<file path="src/rtl/sorter_pkg.sv">
/*
 * shared types and register map of the APB sort accelerator
 * data vectors are sized per module, so only APB structs live here
 * data slots are word aligned, 0x20 to 0x3C, one lane each
 */
package sorter_pkg;

    // sorter geometry
    localparam int LANES       = 8;
    localparam int COUNT_WIDTH = 4;

    // byte addresses
    localparam logic [7:0] ADDR_CTRL      = 8'h00;
    localparam logic [7:0] ADDR_DATA_BASE = 8'h20;

    // control word on write
    localparam int CTRL_START_BIT = 0;
    localparam int CTRL_COUNT_LSB = 1;
    localparam int CTRL_COUNT_MSB = 4;

    // status word on read
    localparam int STAT_BUSY_BIT  = 0;
    localparam int STAT_READY_BIT = 1;

    typedef struct packed {
        logic        psel;
        logic        penable;
        logic        pwrite;
        logic [7:0]  paddr;
        logic [31:0] pwdata;
    } apb_req_t;

    typedef struct packed {
        logic [31:0] prdata;
        logic        pready;
        logic        pslverr;
    } apb_rsp_t;

    // decoded target of one access
    typedef enum logic [1:0] {SEL_CTRL, SEL_DATA, SEL_NONE} reg_sel_e;

    typedef enum logic [1:0] {ST_IDLE, ST_SORTING, ST_READY} sort_state_e;

endpackage

</file>
<file path="src/rtl/sort_comparator.sv">
/*
 * registered compare-exchange, one cycle of latency
 * unsigned compare only, smaller value leaves on low_out
 */
`timescale 1ns/1ps

module sort_comparator #(
    parameter int DATA_WIDTH = 32
) (
    input  logic                  clock,
    input  logic [DATA_WIDTH-1:0] a_in,
    input  logic [DATA_WIDTH-1:0] b_in,
    output logic [DATA_WIDTH-1:0] low_out,
    output logic [DATA_WIDTH-1:0] high_out
);

    // data path only, no reset
    always_ff @(posedge clock) begin
        if (a_in <= b_in) begin
            low_out  <= a_in;
            high_out <= b_in;
        end else begin
            // swap
            low_out  <= b_in;
            high_out <= a_in;
        end
    end

endmodule

</file>
<file path="src/rtl/batcher_sorter_4.sv">
/*
 * four-input odd-even merge sorter, three registered stages
 * lane 0 of data_out holds the smallest value
 */
`timescale 1ns/1ps

module batcher_sorter_4 #(
    parameter int DATA_WIDTH = 32
) (
    input  logic                    clock,
    input  logic [4*DATA_WIDTH-1:0] data_in,
    output logic [4*DATA_WIDTH-1:0] data_out
);

    logic [DATA_WIDTH-1:0] a0, a1, a2, a3;
    logic [DATA_WIDTH-1:0] b0, b1, b2, b3;
    logic [DATA_WIDTH-1:0] c1, c2;
    logic [DATA_WIDTH-1:0] d0, d3;

    // stage 1: sort the two pairs
    sort_comparator #(.DATA_WIDTH(DATA_WIDTH)) cmp_s1_lo (
        .clock(clock), .a_in(data_in[0*DATA_WIDTH +: DATA_WIDTH]),
        .b_in(data_in[1*DATA_WIDTH +: DATA_WIDTH]), .low_out(a0), .high_out(a1)
    );
    sort_comparator #(.DATA_WIDTH(DATA_WIDTH)) cmp_s1_hi (
        .clock(clock), .a_in(data_in[2*DATA_WIDTH +: DATA_WIDTH]),
        .b_in(data_in[3*DATA_WIDTH +: DATA_WIDTH]), .low_out(a2), .high_out(a3)
    );

    // stage 2: cross, mins to lane 0 and maxes to lane 3
    sort_comparator #(.DATA_WIDTH(DATA_WIDTH)) cmp_s2_even (
        .clock(clock), .a_in(a0), .b_in(a2), .low_out(b0), .high_out(b2)
    );
    sort_comparator #(.DATA_WIDTH(DATA_WIDTH)) cmp_s2_odd (
        .clock(clock), .a_in(a1), .b_in(a3), .low_out(b1), .high_out(b3)
    );

    // stage 3: only the middle pair can still be out of order
    sort_comparator #(.DATA_WIDTH(DATA_WIDTH)) cmp_s3_mid (
        .clock(clock), .a_in(b1), .b_in(b2), .low_out(c1), .high_out(c2)
    );

    // outer lanes delayed to stay aligned
    always_ff @(posedge clock) begin
        d0 <= b0;
        d3 <= b3;
    end

    assign data_out = {d3, c2, c1, d0};

endmodule

</file>
<file path="src/rtl/batcher_sorter_8.sv">
/*
 * eight-input Batcher odd-even merge sorter, 6 cycles of latency
 * two 4-sorters then three merge stages; no back-pressure
 * count rides beside the data, only the valid line is reset
 */
`timescale 1ns/1ps

module batcher_sorter_8 #(
    parameter int DATA_WIDTH = 32
) (
    input  logic                                   clock,
    input  logic                                   reset,
    input  logic [sorter_pkg::LANES*DATA_WIDTH-1:0] data_in,
    input  logic [sorter_pkg::COUNT_WIDTH-1:0]     count_in,
    input  logic                                   valid_in,
    output logic [sorter_pkg::LANES*DATA_WIDTH-1:0] data_out,
    output logic [sorter_pkg::COUNT_WIDTH-1:0]     count_out,
    output logic                                   valid_out
);

    localparam int LATENCY = 6;
    localparam int HALF    = 4*DATA_WIDTH;

    logic [HALF-1:0]       lo_sorted, hi_sorted;
    logic [DATA_WIDTH-1:0] ma [8];
    logic [DATA_WIDTH-1:0] b0, b1, b2, b3, b4, b5, b6, b7;
    logic [DATA_WIDTH-1:0] c0, c1, c2, c3, c4, c5, c6, c7;

    logic [LATENCY-1:0]                valid_pipe;
    logic [sorter_pkg::COUNT_WIDTH-1:0] count_pipe [LATENCY];

    ////////////////////////////////////////////////////////////////////////////
    // stages 1 to 3, each half sorted on its own
    ////////////////////////////////////////////////////////////////////////////

    batcher_sorter_4 #(.DATA_WIDTH(DATA_WIDTH)) sort_lo (
        .clock(clock), .data_in(data_in[0 +: HALF]), .data_out(lo_sorted)
    );
    batcher_sorter_4 #(.DATA_WIDTH(DATA_WIDTH)) sort_hi (
        .clock(clock), .data_in(data_in[HALF +: HALF]), .data_out(hi_sorted)
    );

    ////////////////////////////////////////////////////////////////////////////
    // merge, stages 4 to 6
    ////////////////////////////////////////////////////////////////////////////

    // lane i against lane i+4
    for (genvar i = 0; i < 4; i++) begin : g_merge_a
        sort_comparator #(.DATA_WIDTH(DATA_WIDTH)) cmp_a (
            .clock(clock),
            .a_in(lo_sorted[i*DATA_WIDTH +: DATA_WIDTH]),
            .b_in(hi_sorted[i*DATA_WIDTH +: DATA_WIDTH]),
            .low_out(ma[i]),
            .high_out(ma[i+4])
        );
    end

    // 2-4 and 3-5; outer lanes already final for this stage
    sort_comparator #(.DATA_WIDTH(DATA_WIDTH)) cmp_b_24 (
        .clock(clock), .a_in(ma[2]), .b_in(ma[4]), .low_out(b2), .high_out(b4)
    );
    sort_comparator #(.DATA_WIDTH(DATA_WIDTH)) cmp_b_35 (
        .clock(clock), .a_in(ma[3]), .b_in(ma[5]), .low_out(b3), .high_out(b5)
    );

    // neighbour pairs, lanes 0 and 7 pass
    sort_comparator #(.DATA_WIDTH(DATA_WIDTH)) cmp_c_12 (
        .clock(clock), .a_in(b1), .b_in(b2), .low_out(c1), .high_out(c2)
    );
    sort_comparator #(.DATA_WIDTH(DATA_WIDTH)) cmp_c_34 (
        .clock(clock), .a_in(b3), .b_in(b4), .low_out(c3), .high_out(c4)
    );
    sort_comparator #(.DATA_WIDTH(DATA_WIDTH)) cmp_c_56 (
        .clock(clock), .a_in(b5), .b_in(b6), .low_out(c5), .high_out(c6)
    );

    // pass-through registers of the merge stages
    always_ff @(posedge clock) begin
        b0 <= ma[0];
        b1 <= ma[1];
        b6 <= ma[6];
        b7 <= ma[7];
        c0 <= b0;
        c7 <= b7;
    end

    assign data_out = {c7, c6, c5, c4, c3, c2, c1, c0};

    // valid and count delay lines, matched to the data latency
    always_ff @(posedge clock) begin
        if (reset) begin
            valid_pipe <= '0;
        end else begin
            valid_pipe <= {valid_pipe[LATENCY-2:0], valid_in};
        end
    end

    always_ff @(posedge clock) begin
        count_pipe[0] <= count_in;
        for (int i = 1; i < LATENCY; i++) begin
            count_pipe[i] <= count_pipe[i-1];
        end
    end

    assign valid_out = valid_pipe[LATENCY-1];
    assign count_out = count_pipe[LATENCY-1];

endmodule

</file>
<file path="src/rtl/batch_loader.sv">
/*
 * staging slots and batch launch
 * lanes at or above start_count go out as all-ones and sort to the top
 * start_count is assumed to be 1 to 8, already checked upstream
 */
`timescale 1ns/1ps

module batch_loader #(
    parameter int DATA_WIDTH = 32
) (
    input  logic                                    clock,
    input  logic                                    reset,
    input  logic                                    slot_write,
    input  logic [$clog2(sorter_pkg::LANES)-1:0]    slot_index,
    input  logic [DATA_WIDTH-1:0]                   slot_data,
    input  logic                                    start,
    input  logic [sorter_pkg::COUNT_WIDTH-1:0]      start_count,
    output logic                                    batch_valid,
    output logic [sorter_pkg::LANES*DATA_WIDTH-1:0] batch_data,
    output logic [sorter_pkg::COUNT_WIDTH-1:0]      batch_count
);

    logic [DATA_WIDTH-1:0] slots [sorter_pkg::LANES];

    // staging slots and launch strobe
    always_ff @(posedge clock) begin
        if (reset) begin
            for (int i = 0; i < sorter_pkg::LANES; i++) begin
                slots[i] <= '0;
            end
            batch_valid <= 1'b0;
        end else begin
            if (slot_write) begin
                slots[slot_index] <= slot_data;
            end
            // one cycle, the cycle after the start access
            batch_valid <= start;
        end
    end

    // launch copy, staging stays intact for the next batch
    always_ff @(posedge clock) begin
        if (start) begin
            for (int i = 0; i < sorter_pkg::LANES; i++) begin
                batch_data[i*DATA_WIDTH +: DATA_WIDTH] <= (i < start_count) ? slots[i] : '1;
            end
            batch_count <= start_count;
        end
    end

endmodule

</file>
<file path="src/rtl/result_buffer.sv">
/*
 * result capture and sort state
 * one batch in flight at a time; a new launch from READY keeps the old
 * result visible until the new batch arrives
 */
`timescale 1ns/1ps

module result_buffer #(
    parameter int DATA_WIDTH = 32
) (
    input  logic                                    clock,
    input  logic                                    reset,
    input  logic                                    launch,
    input  logic                                    sorted_valid,
    input  logic [sorter_pkg::LANES*DATA_WIDTH-1:0] sorted_data,
    input  logic [sorter_pkg::COUNT_WIDTH-1:0]      sorted_count,
    output sorter_pkg::sort_state_e                 state,
    output logic [sorter_pkg::LANES*DATA_WIDTH-1:0] result_data,
    output logic [sorter_pkg::COUNT_WIDTH-1:0]      result_count
);

    always_ff @(posedge clock) begin
        if (reset) begin
            state        <= sorter_pkg::ST_IDLE;
            result_data  <= '0;
            result_count <= '0;
        end else begin
            case (state)
                sorter_pkg::ST_IDLE, sorter_pkg::ST_READY: begin
                    if (launch) state <= sorter_pkg::ST_SORTING;
                end
                sorter_pkg::ST_SORTING: begin
                    if (sorted_valid) state <= sorter_pkg::ST_READY;
                end
                default: state <= sorter_pkg::ST_IDLE;
            endcase
            // capture sorted batch with its count
            if (sorted_valid) begin
                result_data  <= sorted_data;
                result_count <= sorted_count;
            end
        end
    end

endmodule

</file>
<file path="src/rtl/apb_sort_regs.sv">
/*
 * APB slave of the sort accelerator, no wait states
 * refused: start while busy, start with count 0 or above 8, unmapped address
 * read data is combinational; slots at or past the count read as zero
 */
`timescale 1ns/1ps

module apb_sort_regs #(
    parameter int DATA_WIDTH = 32
) (
    input  logic                                    clock,
    input  logic                                    reset,
    input  sorter_pkg::apb_req_t                    apb_req,
    output sorter_pkg::apb_rsp_t                    apb_rsp,
    output logic                                    slot_write,
    output logic [$clog2(sorter_pkg::LANES)-1:0]    slot_index,
    output logic [DATA_WIDTH-1:0]                   slot_data,
    output logic                                    start,
    output logic [sorter_pkg::COUNT_WIDTH-1:0]      start_count,
    input  sorter_pkg::sort_state_e                 state,
    input  logic [sorter_pkg::LANES*DATA_WIDTH-1:0] result_data,
    input  logic [sorter_pkg::COUNT_WIDTH-1:0]      result_count
);

    logic                                   access;
    sorter_pkg::reg_sel_e                   sel;
    logic                                   wr_start;
    logic [sorter_pkg::COUNT_WIDTH-1:0]     wr_count;
    logic                                   launch_pending;
    logic                                   busy;
    logic                                   refuse;
    logic [DATA_WIDTH-1:0]                  read_lane;

    assign access = apb_req.psel & apb_req.penable;

    // address decode, data window is 0x20 to 0x3C word aligned
    always_comb begin
        sel = sorter_pkg::SEL_NONE;
        if (apb_req.paddr == sorter_pkg::ADDR_CTRL) begin
            sel = sorter_pkg::SEL_CTRL;
        end else if (apb_req.paddr[7:5] == sorter_pkg::ADDR_DATA_BASE[7:5] &&
                     apb_req.paddr[1:0] == 2'b00) begin
            sel = sorter_pkg::SEL_DATA;
        end
    end

    assign wr_start = apb_req.pwdata[sorter_pkg::CTRL_START_BIT];
    assign wr_count = apb_req.pwdata[sorter_pkg::CTRL_COUNT_MSB:sorter_pkg::CTRL_COUNT_LSB];

    // covers the cycle between an accepted start and the state change
    always_ff @(posedge clock) begin
        if (reset) begin
            launch_pending <= 1'b0;
        end else begin
            launch_pending <= start;
        end
    end

    assign busy = (state == sorter_pkg::ST_SORTING) | launch_pending;

    // refusal rules
    assign refuse = (sel == sorter_pkg::SEL_NONE) ||
                    (sel == sorter_pkg::SEL_CTRL && apb_req.pwrite && wr_start &&
                     (busy || wr_count == '0 || wr_count > sorter_pkg::LANES));

    // strobes, only in an accepted access cycle
    assign slot_write  = access & apb_req.pwrite & (sel == sorter_pkg::SEL_DATA);
    assign slot_index  = apb_req.paddr[4:2];
    assign slot_data   = apb_req.pwdata[DATA_WIDTH-1:0];
    assign start       = access & apb_req.pwrite & (sel == sorter_pkg::SEL_CTRL) &
                         wr_start & ~refuse;
    assign start_count = wr_count;

    assign read_lane = result_data[slot_index*DATA_WIDTH +: DATA_WIDTH];

    // read mux
    always_comb begin
        apb_rsp.prdata = '0;
        case (sel)
            sorter_pkg::SEL_CTRL: begin
                apb_rsp.prdata[sorter_pkg::STAT_BUSY_BIT]  = busy;
                apb_rsp.prdata[sorter_pkg::STAT_READY_BIT] = (state == sorter_pkg::ST_READY);
            end
            sorter_pkg::SEL_DATA: begin
                if (slot_index < result_count) apb_rsp.prdata = 32'(read_lane);
            end
            default: apb_rsp.prdata = '0;
        endcase
        apb_rsp.pready  = 1'b1;
        apb_rsp.pslverr = access & refuse;
    end

endmodule

</file>
<file path="src/rtl/sorter_apb_top.sv">
/*
 * top level of the APB sort accelerator, wiring only
 * READY shows in the status 8 cycles after an accepted start
 */
`timescale 1ns/1ps

module sorter_apb_top #(
    parameter int DATA_WIDTH = 32
) (
    input  logic                 clock,
    input  logic                 reset,
    input  sorter_pkg::apb_req_t apb_req,
    output sorter_pkg::apb_rsp_t apb_rsp
);

    // register block to loader
    logic                                    slot_write;
    logic [$clog2(sorter_pkg::LANES)-1:0]    slot_index;
    logic [DATA_WIDTH-1:0]                   slot_data;
    logic                                    start;
    logic [sorter_pkg::COUNT_WIDTH-1:0]      start_count;

    // loader to sorter, batch_valid doubles as launch mark
    logic                                    batch_valid;
    logic [sorter_pkg::LANES*DATA_WIDTH-1:0] batch_data;
    logic [sorter_pkg::COUNT_WIDTH-1:0]      batch_count;

    // sorter to result buffer
    logic                                    sorted_valid;
    logic [sorter_pkg::LANES*DATA_WIDTH-1:0] sorted_data;
    logic [sorter_pkg::COUNT_WIDTH-1:0]      sorted_count;

    // result buffer back to register block
    sorter_pkg::sort_state_e                 state;
    logic [sorter_pkg::LANES*DATA_WIDTH-1:0] result_data;
    logic [sorter_pkg::COUNT_WIDTH-1:0]      result_count;

    apb_sort_regs #(.DATA_WIDTH(DATA_WIDTH)) regs_inst (
        .clock(clock), .reset(reset), .apb_req(apb_req), .apb_rsp(apb_rsp),
        .slot_write(slot_write), .slot_index(slot_index), .slot_data(slot_data),
        .start(start), .start_count(start_count),
        .state(state), .result_data(result_data), .result_count(result_count)
    );

    batch_loader #(.DATA_WIDTH(DATA_WIDTH)) loader_inst (
        .clock(clock), .reset(reset),
        .slot_write(slot_write), .slot_index(slot_index), .slot_data(slot_data),
        .start(start), .start_count(start_count),
        .batch_valid(batch_valid), .batch_data(batch_data), .batch_count(batch_count)
    );

    batcher_sorter_8 #(.DATA_WIDTH(DATA_WIDTH)) sorter_inst (
        .clock(clock), .reset(reset),
        .data_in(batch_data), .count_in(batch_count), .valid_in(batch_valid),
        .data_out(sorted_data), .count_out(sorted_count), .valid_out(sorted_valid)
    );

    result_buffer #(.DATA_WIDTH(DATA_WIDTH)) result_inst (
        .clock(clock), .reset(reset), .launch(batch_valid),
        .sorted_valid(sorted_valid), .sorted_data(sorted_data),
        .sorted_count(sorted_count), .state(state),
        .result_data(result_data), .result_count(result_count)
    );

endmodule

</file>
<file path="config.mk">
export PLATFORM = sky130hd
export DESIGN_NAME = sorter_apb_top
export DESIGN_NICKNAME = d
export VERILOG_FILES = /design/src/rtl/sorter_pkg.sv /design/src/rtl/sort_comparator.sv /design/src/rtl/batcher_sorter_4.sv /design/src/rtl/batcher_sorter_8.sv /design/src/rtl/batch_loader.sv /design/src/rtl/result_buffer.sv /design/src/rtl/apb_sort_regs.sv /design/src/rtl/sorter_apb_top.sv
export SDC_FILE = /design/constraint.sdc
export NUM_CORES = 2
export LEC_CHECK = 0
export BUFFER_PORTS_ARGS = -buffer_cell sky130_fd_sc_hd__buf_2
export CELL_PAD_IN_SITES_DETAIL_PLACEMENT = 1
export CELL_PAD_IN_SITES_GLOBAL_PLACEMENT = 2
export CORE_MARGIN = 2
export CORE_UTILIZATION = 40
export CTS_CLUSTER_DIAMETER = 150
export DETAILED_ROUTE_END_ITERATION = 8
export PLACE_DENSITY = 0.78
export SYNTH_ARGS = -nofsm -noshare
export SYNTH_HDL_FRONTEND = slang
export SYNTH_SLANG_ARGS = --single-unit
</file>
<file path="constraint.sdc">
create_clock -name clock -period 25.8 [get_ports clock]
set_input_delay 3.87 -clock clock [delete_from_list [all_inputs] [get_ports clock]]
set_output_delay 3.87 -clock clock [all_outputs]
set_load 0.02 [all_outputs]
</file>
==> flow_summary.json <==
{
  "ys_types": 52,
  "yosysSeqAreaShare_pct": 57.1,
  "rsz0062_at_grt": "no",
  "port_buffers": 77,
  "dr.pass1.iters": 5,
  "setup_viol": 0,
  "synth-seq-cells": 2345,
  "crit_path_max_fanout": 35,
  "vias": 53900,
  "switchingPower_mw": 1.53,
  "drive_gt1_share_pct": 25.4,
  "ir_worst_vdd_uv": 73.3,
  "synth_top_family_by_area": "multiplexers",
  "async_flop_share_pct": 0,
  "cpMostUsedCell": "buf_2",
  "synth_ff_type": "dfxtp_1",
  "p_sw_share_pct": 20.8,
  "grtUsageTotal_pct": 21.5,
  "relSlewSlack_pct": 19.4,
  "start_util_pct": 40.2,
  "clkTransAtPathRegs_ns": 0.06,
  "cts_inserted_buffers": 233,
  "grt_pass1_vias": 56700,
  "pwr-share-seq_pct": 51.4,
  "finalCritPeriodShare_pct": 41.4,
  "grt_max_degree": 158,
  "setup_tns_ns": 0,
  "hold_buffers": 0,
  "cts_sinks": 2345,
  "p_clk_share_pct": 47.1,
  "cts_tree": "done",
  "io_pins": 79,
  "syn-cell-area_mm2": 0.0912,
  "viasPerCell": 5.08,
  "combPwrFrac_pct": 1.5,
  "slew_violations": 0,
  "ant_nets": 0,
  "post-cts-setup-buffer-count": 0,
  "final_nets": 8048,
  "syn2layout_area_growth_pct": 12.3,
  "wl_per_cell_um": 23.7,
  "post-route-min-period_ns": 10.69,
  "m1WireLength_mm": 126,
  "clockRootBuffer": "clkbuf_16",
  "cts_max_level": 4,
  "die_area_mm2": 0.232,
  "cp.required_ns": 21.93,
  "worst_pin_slew_ns": 1.20,
  "synth_mux_area_share_pct": 18.0,
  "critPathCaptureType": "output port",
  "fmax_ghz": 0.0936,
  "syn_inst": 7287,
  "yosysWarnings": 0,
  "internal_power_mw": 5.83,
  "synthAdderAreaFrac_pct": 8.37,
  "synth-simple-area-share_pct": 7.72,
  "cp-start-kind": "input pin",
  "drt-initial-drc-count": 3035,
  "synth-xor-area-share_pct": 0,
  "wl_met2_mm": 111,
  "synth-edff-count": 516,
  "status": "completed",
  "routed.top_layer": "met5",
  "clockBufferDepth": 3,
  "rows": 175,
  "synth_fp_nets": 7942,
  "cap_violations": 0,
  "gp_congestion": 0.865,
  "power.density_mw_per_mm2": 71.8,
  "syn_area_per_cell_um2": 12.5,
  "crit_type": "input pin to output port",
  "grt_antenna_before_repair": 33,
  "chipWidth_um": 482,
  "timing.final.ws_setup_ns": 15.11,
  "pre_cts_slack_ns": 15.09,
  "placed_area_mm2": 0.0945,
  "final_cell_mix": "dfxtp_1 (1828), mux2_2 (1141), inv_1 (621)",
  "die_y_um": 482,
  "coreArea_mm2": 0.227,
  "grt_pass1_wl_mm": 374,
  "clock_latency_ns": 0.86,
  "worst-path-buf-inv": 3,
  "finalClockSkew_ns": 0.0236,
  "worstHoldPathType": "register to register",
  "slowest_delay_ns": 0.72,
  "critPathSlowestCell": "or2_2",
  "dr_wl_met3_mm": 9.25,
  "synth_compound_area_share_pct": 4.70,
  "place_hpwl_mm": 189,
  "critPathTopFamily": "simple AND/OR/NAND/NOR gates",
  "hold_violations": 0,
  "wl_mm": 252,
  "worstPathArrival_ns": 6.82,
  "cts_resized": 0,
  "fin_area_mm2": 0.102,
  "final_common_cell": "dfxtp_1",
  "p_leak_nw": 42.3,
  "drcViolationCount": 0,
  "cp_cell_sequence": "buf_2, or2_2, nor3_2, buf_4, nand3b_1, a31oi_1, o21ai_0, and3_1, buf_2",
  "grt-ovfl-total": 0
}
==> synth_stat cells, drive strengths merged, types with 16 or more instances <==
library cell / count / area [µm²]
and2: 258 / 1610
edfxtp: 516 / 15500
a21boi: 32 / 240
or4: 46 / 345
nor4: 25 / 156
ha: 610 / 7630
clkbuf: 117 / 439
a21oi: 291 / 1470
inv: 621 / 2330
mux2i: 263 / 2630
o21a: 17 / 128
nor2b: 27 / 169
and4: 16 / 140
dfxtp: 1829 / 36600
o211ai: 18 / 135
nand2b: 69 / 432
nor3: 36 / 180
mux2: 1218 / 13800
a22oi: 16 / 340
o221a: 16 / 180
buf: 143 / 987
a211oi: 20 / 150
o21ai: 88 / 440
nand2: 110 / 413
nand4: 133 / 832
nand3: 55 / 275
or2: 203 / 1270
o22ai: 124 / 776
a21o: 37 / 278
nor2: 311 / 1170
==> registers in the layout (all words and copies together) (netlist names), 128 cells and up <==
signal / count
loader_inst.batch_data: 256
loader_inst.slots: 256
result_inst.result_data: 256
sorter_inst.g_merge_a.cmp_a.high_out: 128
sorter_inst.g_merge_a.cmp_a.low_out: 128
==> final cells by class <==
class	instances	area (µm²)
Clock buffer	336	6780
Sequential cell	2345	52100
Timing Repair Buffer	131	812
Fill cell	23200	125000
Antenna cell	8	20.0
Clock inverter	107	1190
Multi-Input combinational cell	4061	35500
Tap cell	3009	3760
Inverter	621	2330
==> routing by layer <==
layer	vias to the layer above	track usage [%]
li1	25700	-
met1	27100	31.5
met2	801	33.5
met3	324	2.84
met4	24	5.54
met5	-	0
==> cell families (layout without fill, tap and decap cells) <==
logic type      count (synthesis)  in the layout
buf+inv                       881           1195
flops                        2345           2345
simple gates                 1295           1295
mux                          1481           1481
compound gates                674            674
fa+ha+maj                     610            610
other cells                     1              9
==> power by group through the flow <==
stage,Combinational (mW),Clock [mW],Sequential (mW)
2_1_floorplan,0.0662,0,3.86
3_5_place_dp,0.111,0,3.86
6_report,0.109,3.47,3.78
5_1_grt,0.119,3.69,3.78
4_1_cts,0.112,3.54,3.78
3_3_place_gp,0.107,0,3.86
==> metrics by stage <==
step	total power, mW	util (%)	instances	hold WS [ns]
floorplan	3.92	-	7287	0.310
global placement	3.97	41.6	10200	0.312
detailed placement	3.97	41.6	10200	0.313
CTS	7.43	45.1	10600	0.312
global route	7.60	45.1	10600	0.325
finish	7.36	45.1	10600	0.318
==> final timing paths <==
| check | start | to | slack (ns) | depth (start not counted) |
|---|---|---|---|---|
| setup / recovery | apb_req[4] | apb_rsp[0] | 15.11 | 9 |
| hold / removal | sorter_inst.sort_lo.cmp_s2_even.low_out[17] | sorter_inst.sort_lo.d0[17] | 0.32 | 0 |
| setup reg to reg | result_inst.state[0] | loader_inst.batch_data[168] | 21.41 | 6 |
| hold reg to reg | sorter_inst.sort_lo.cmp_s2_even.low_out[17] | sorter_inst.sort_lo.d0[17] | 0.32 | 0 |
No activity file was read; power rests on OpenSTA's default activity.
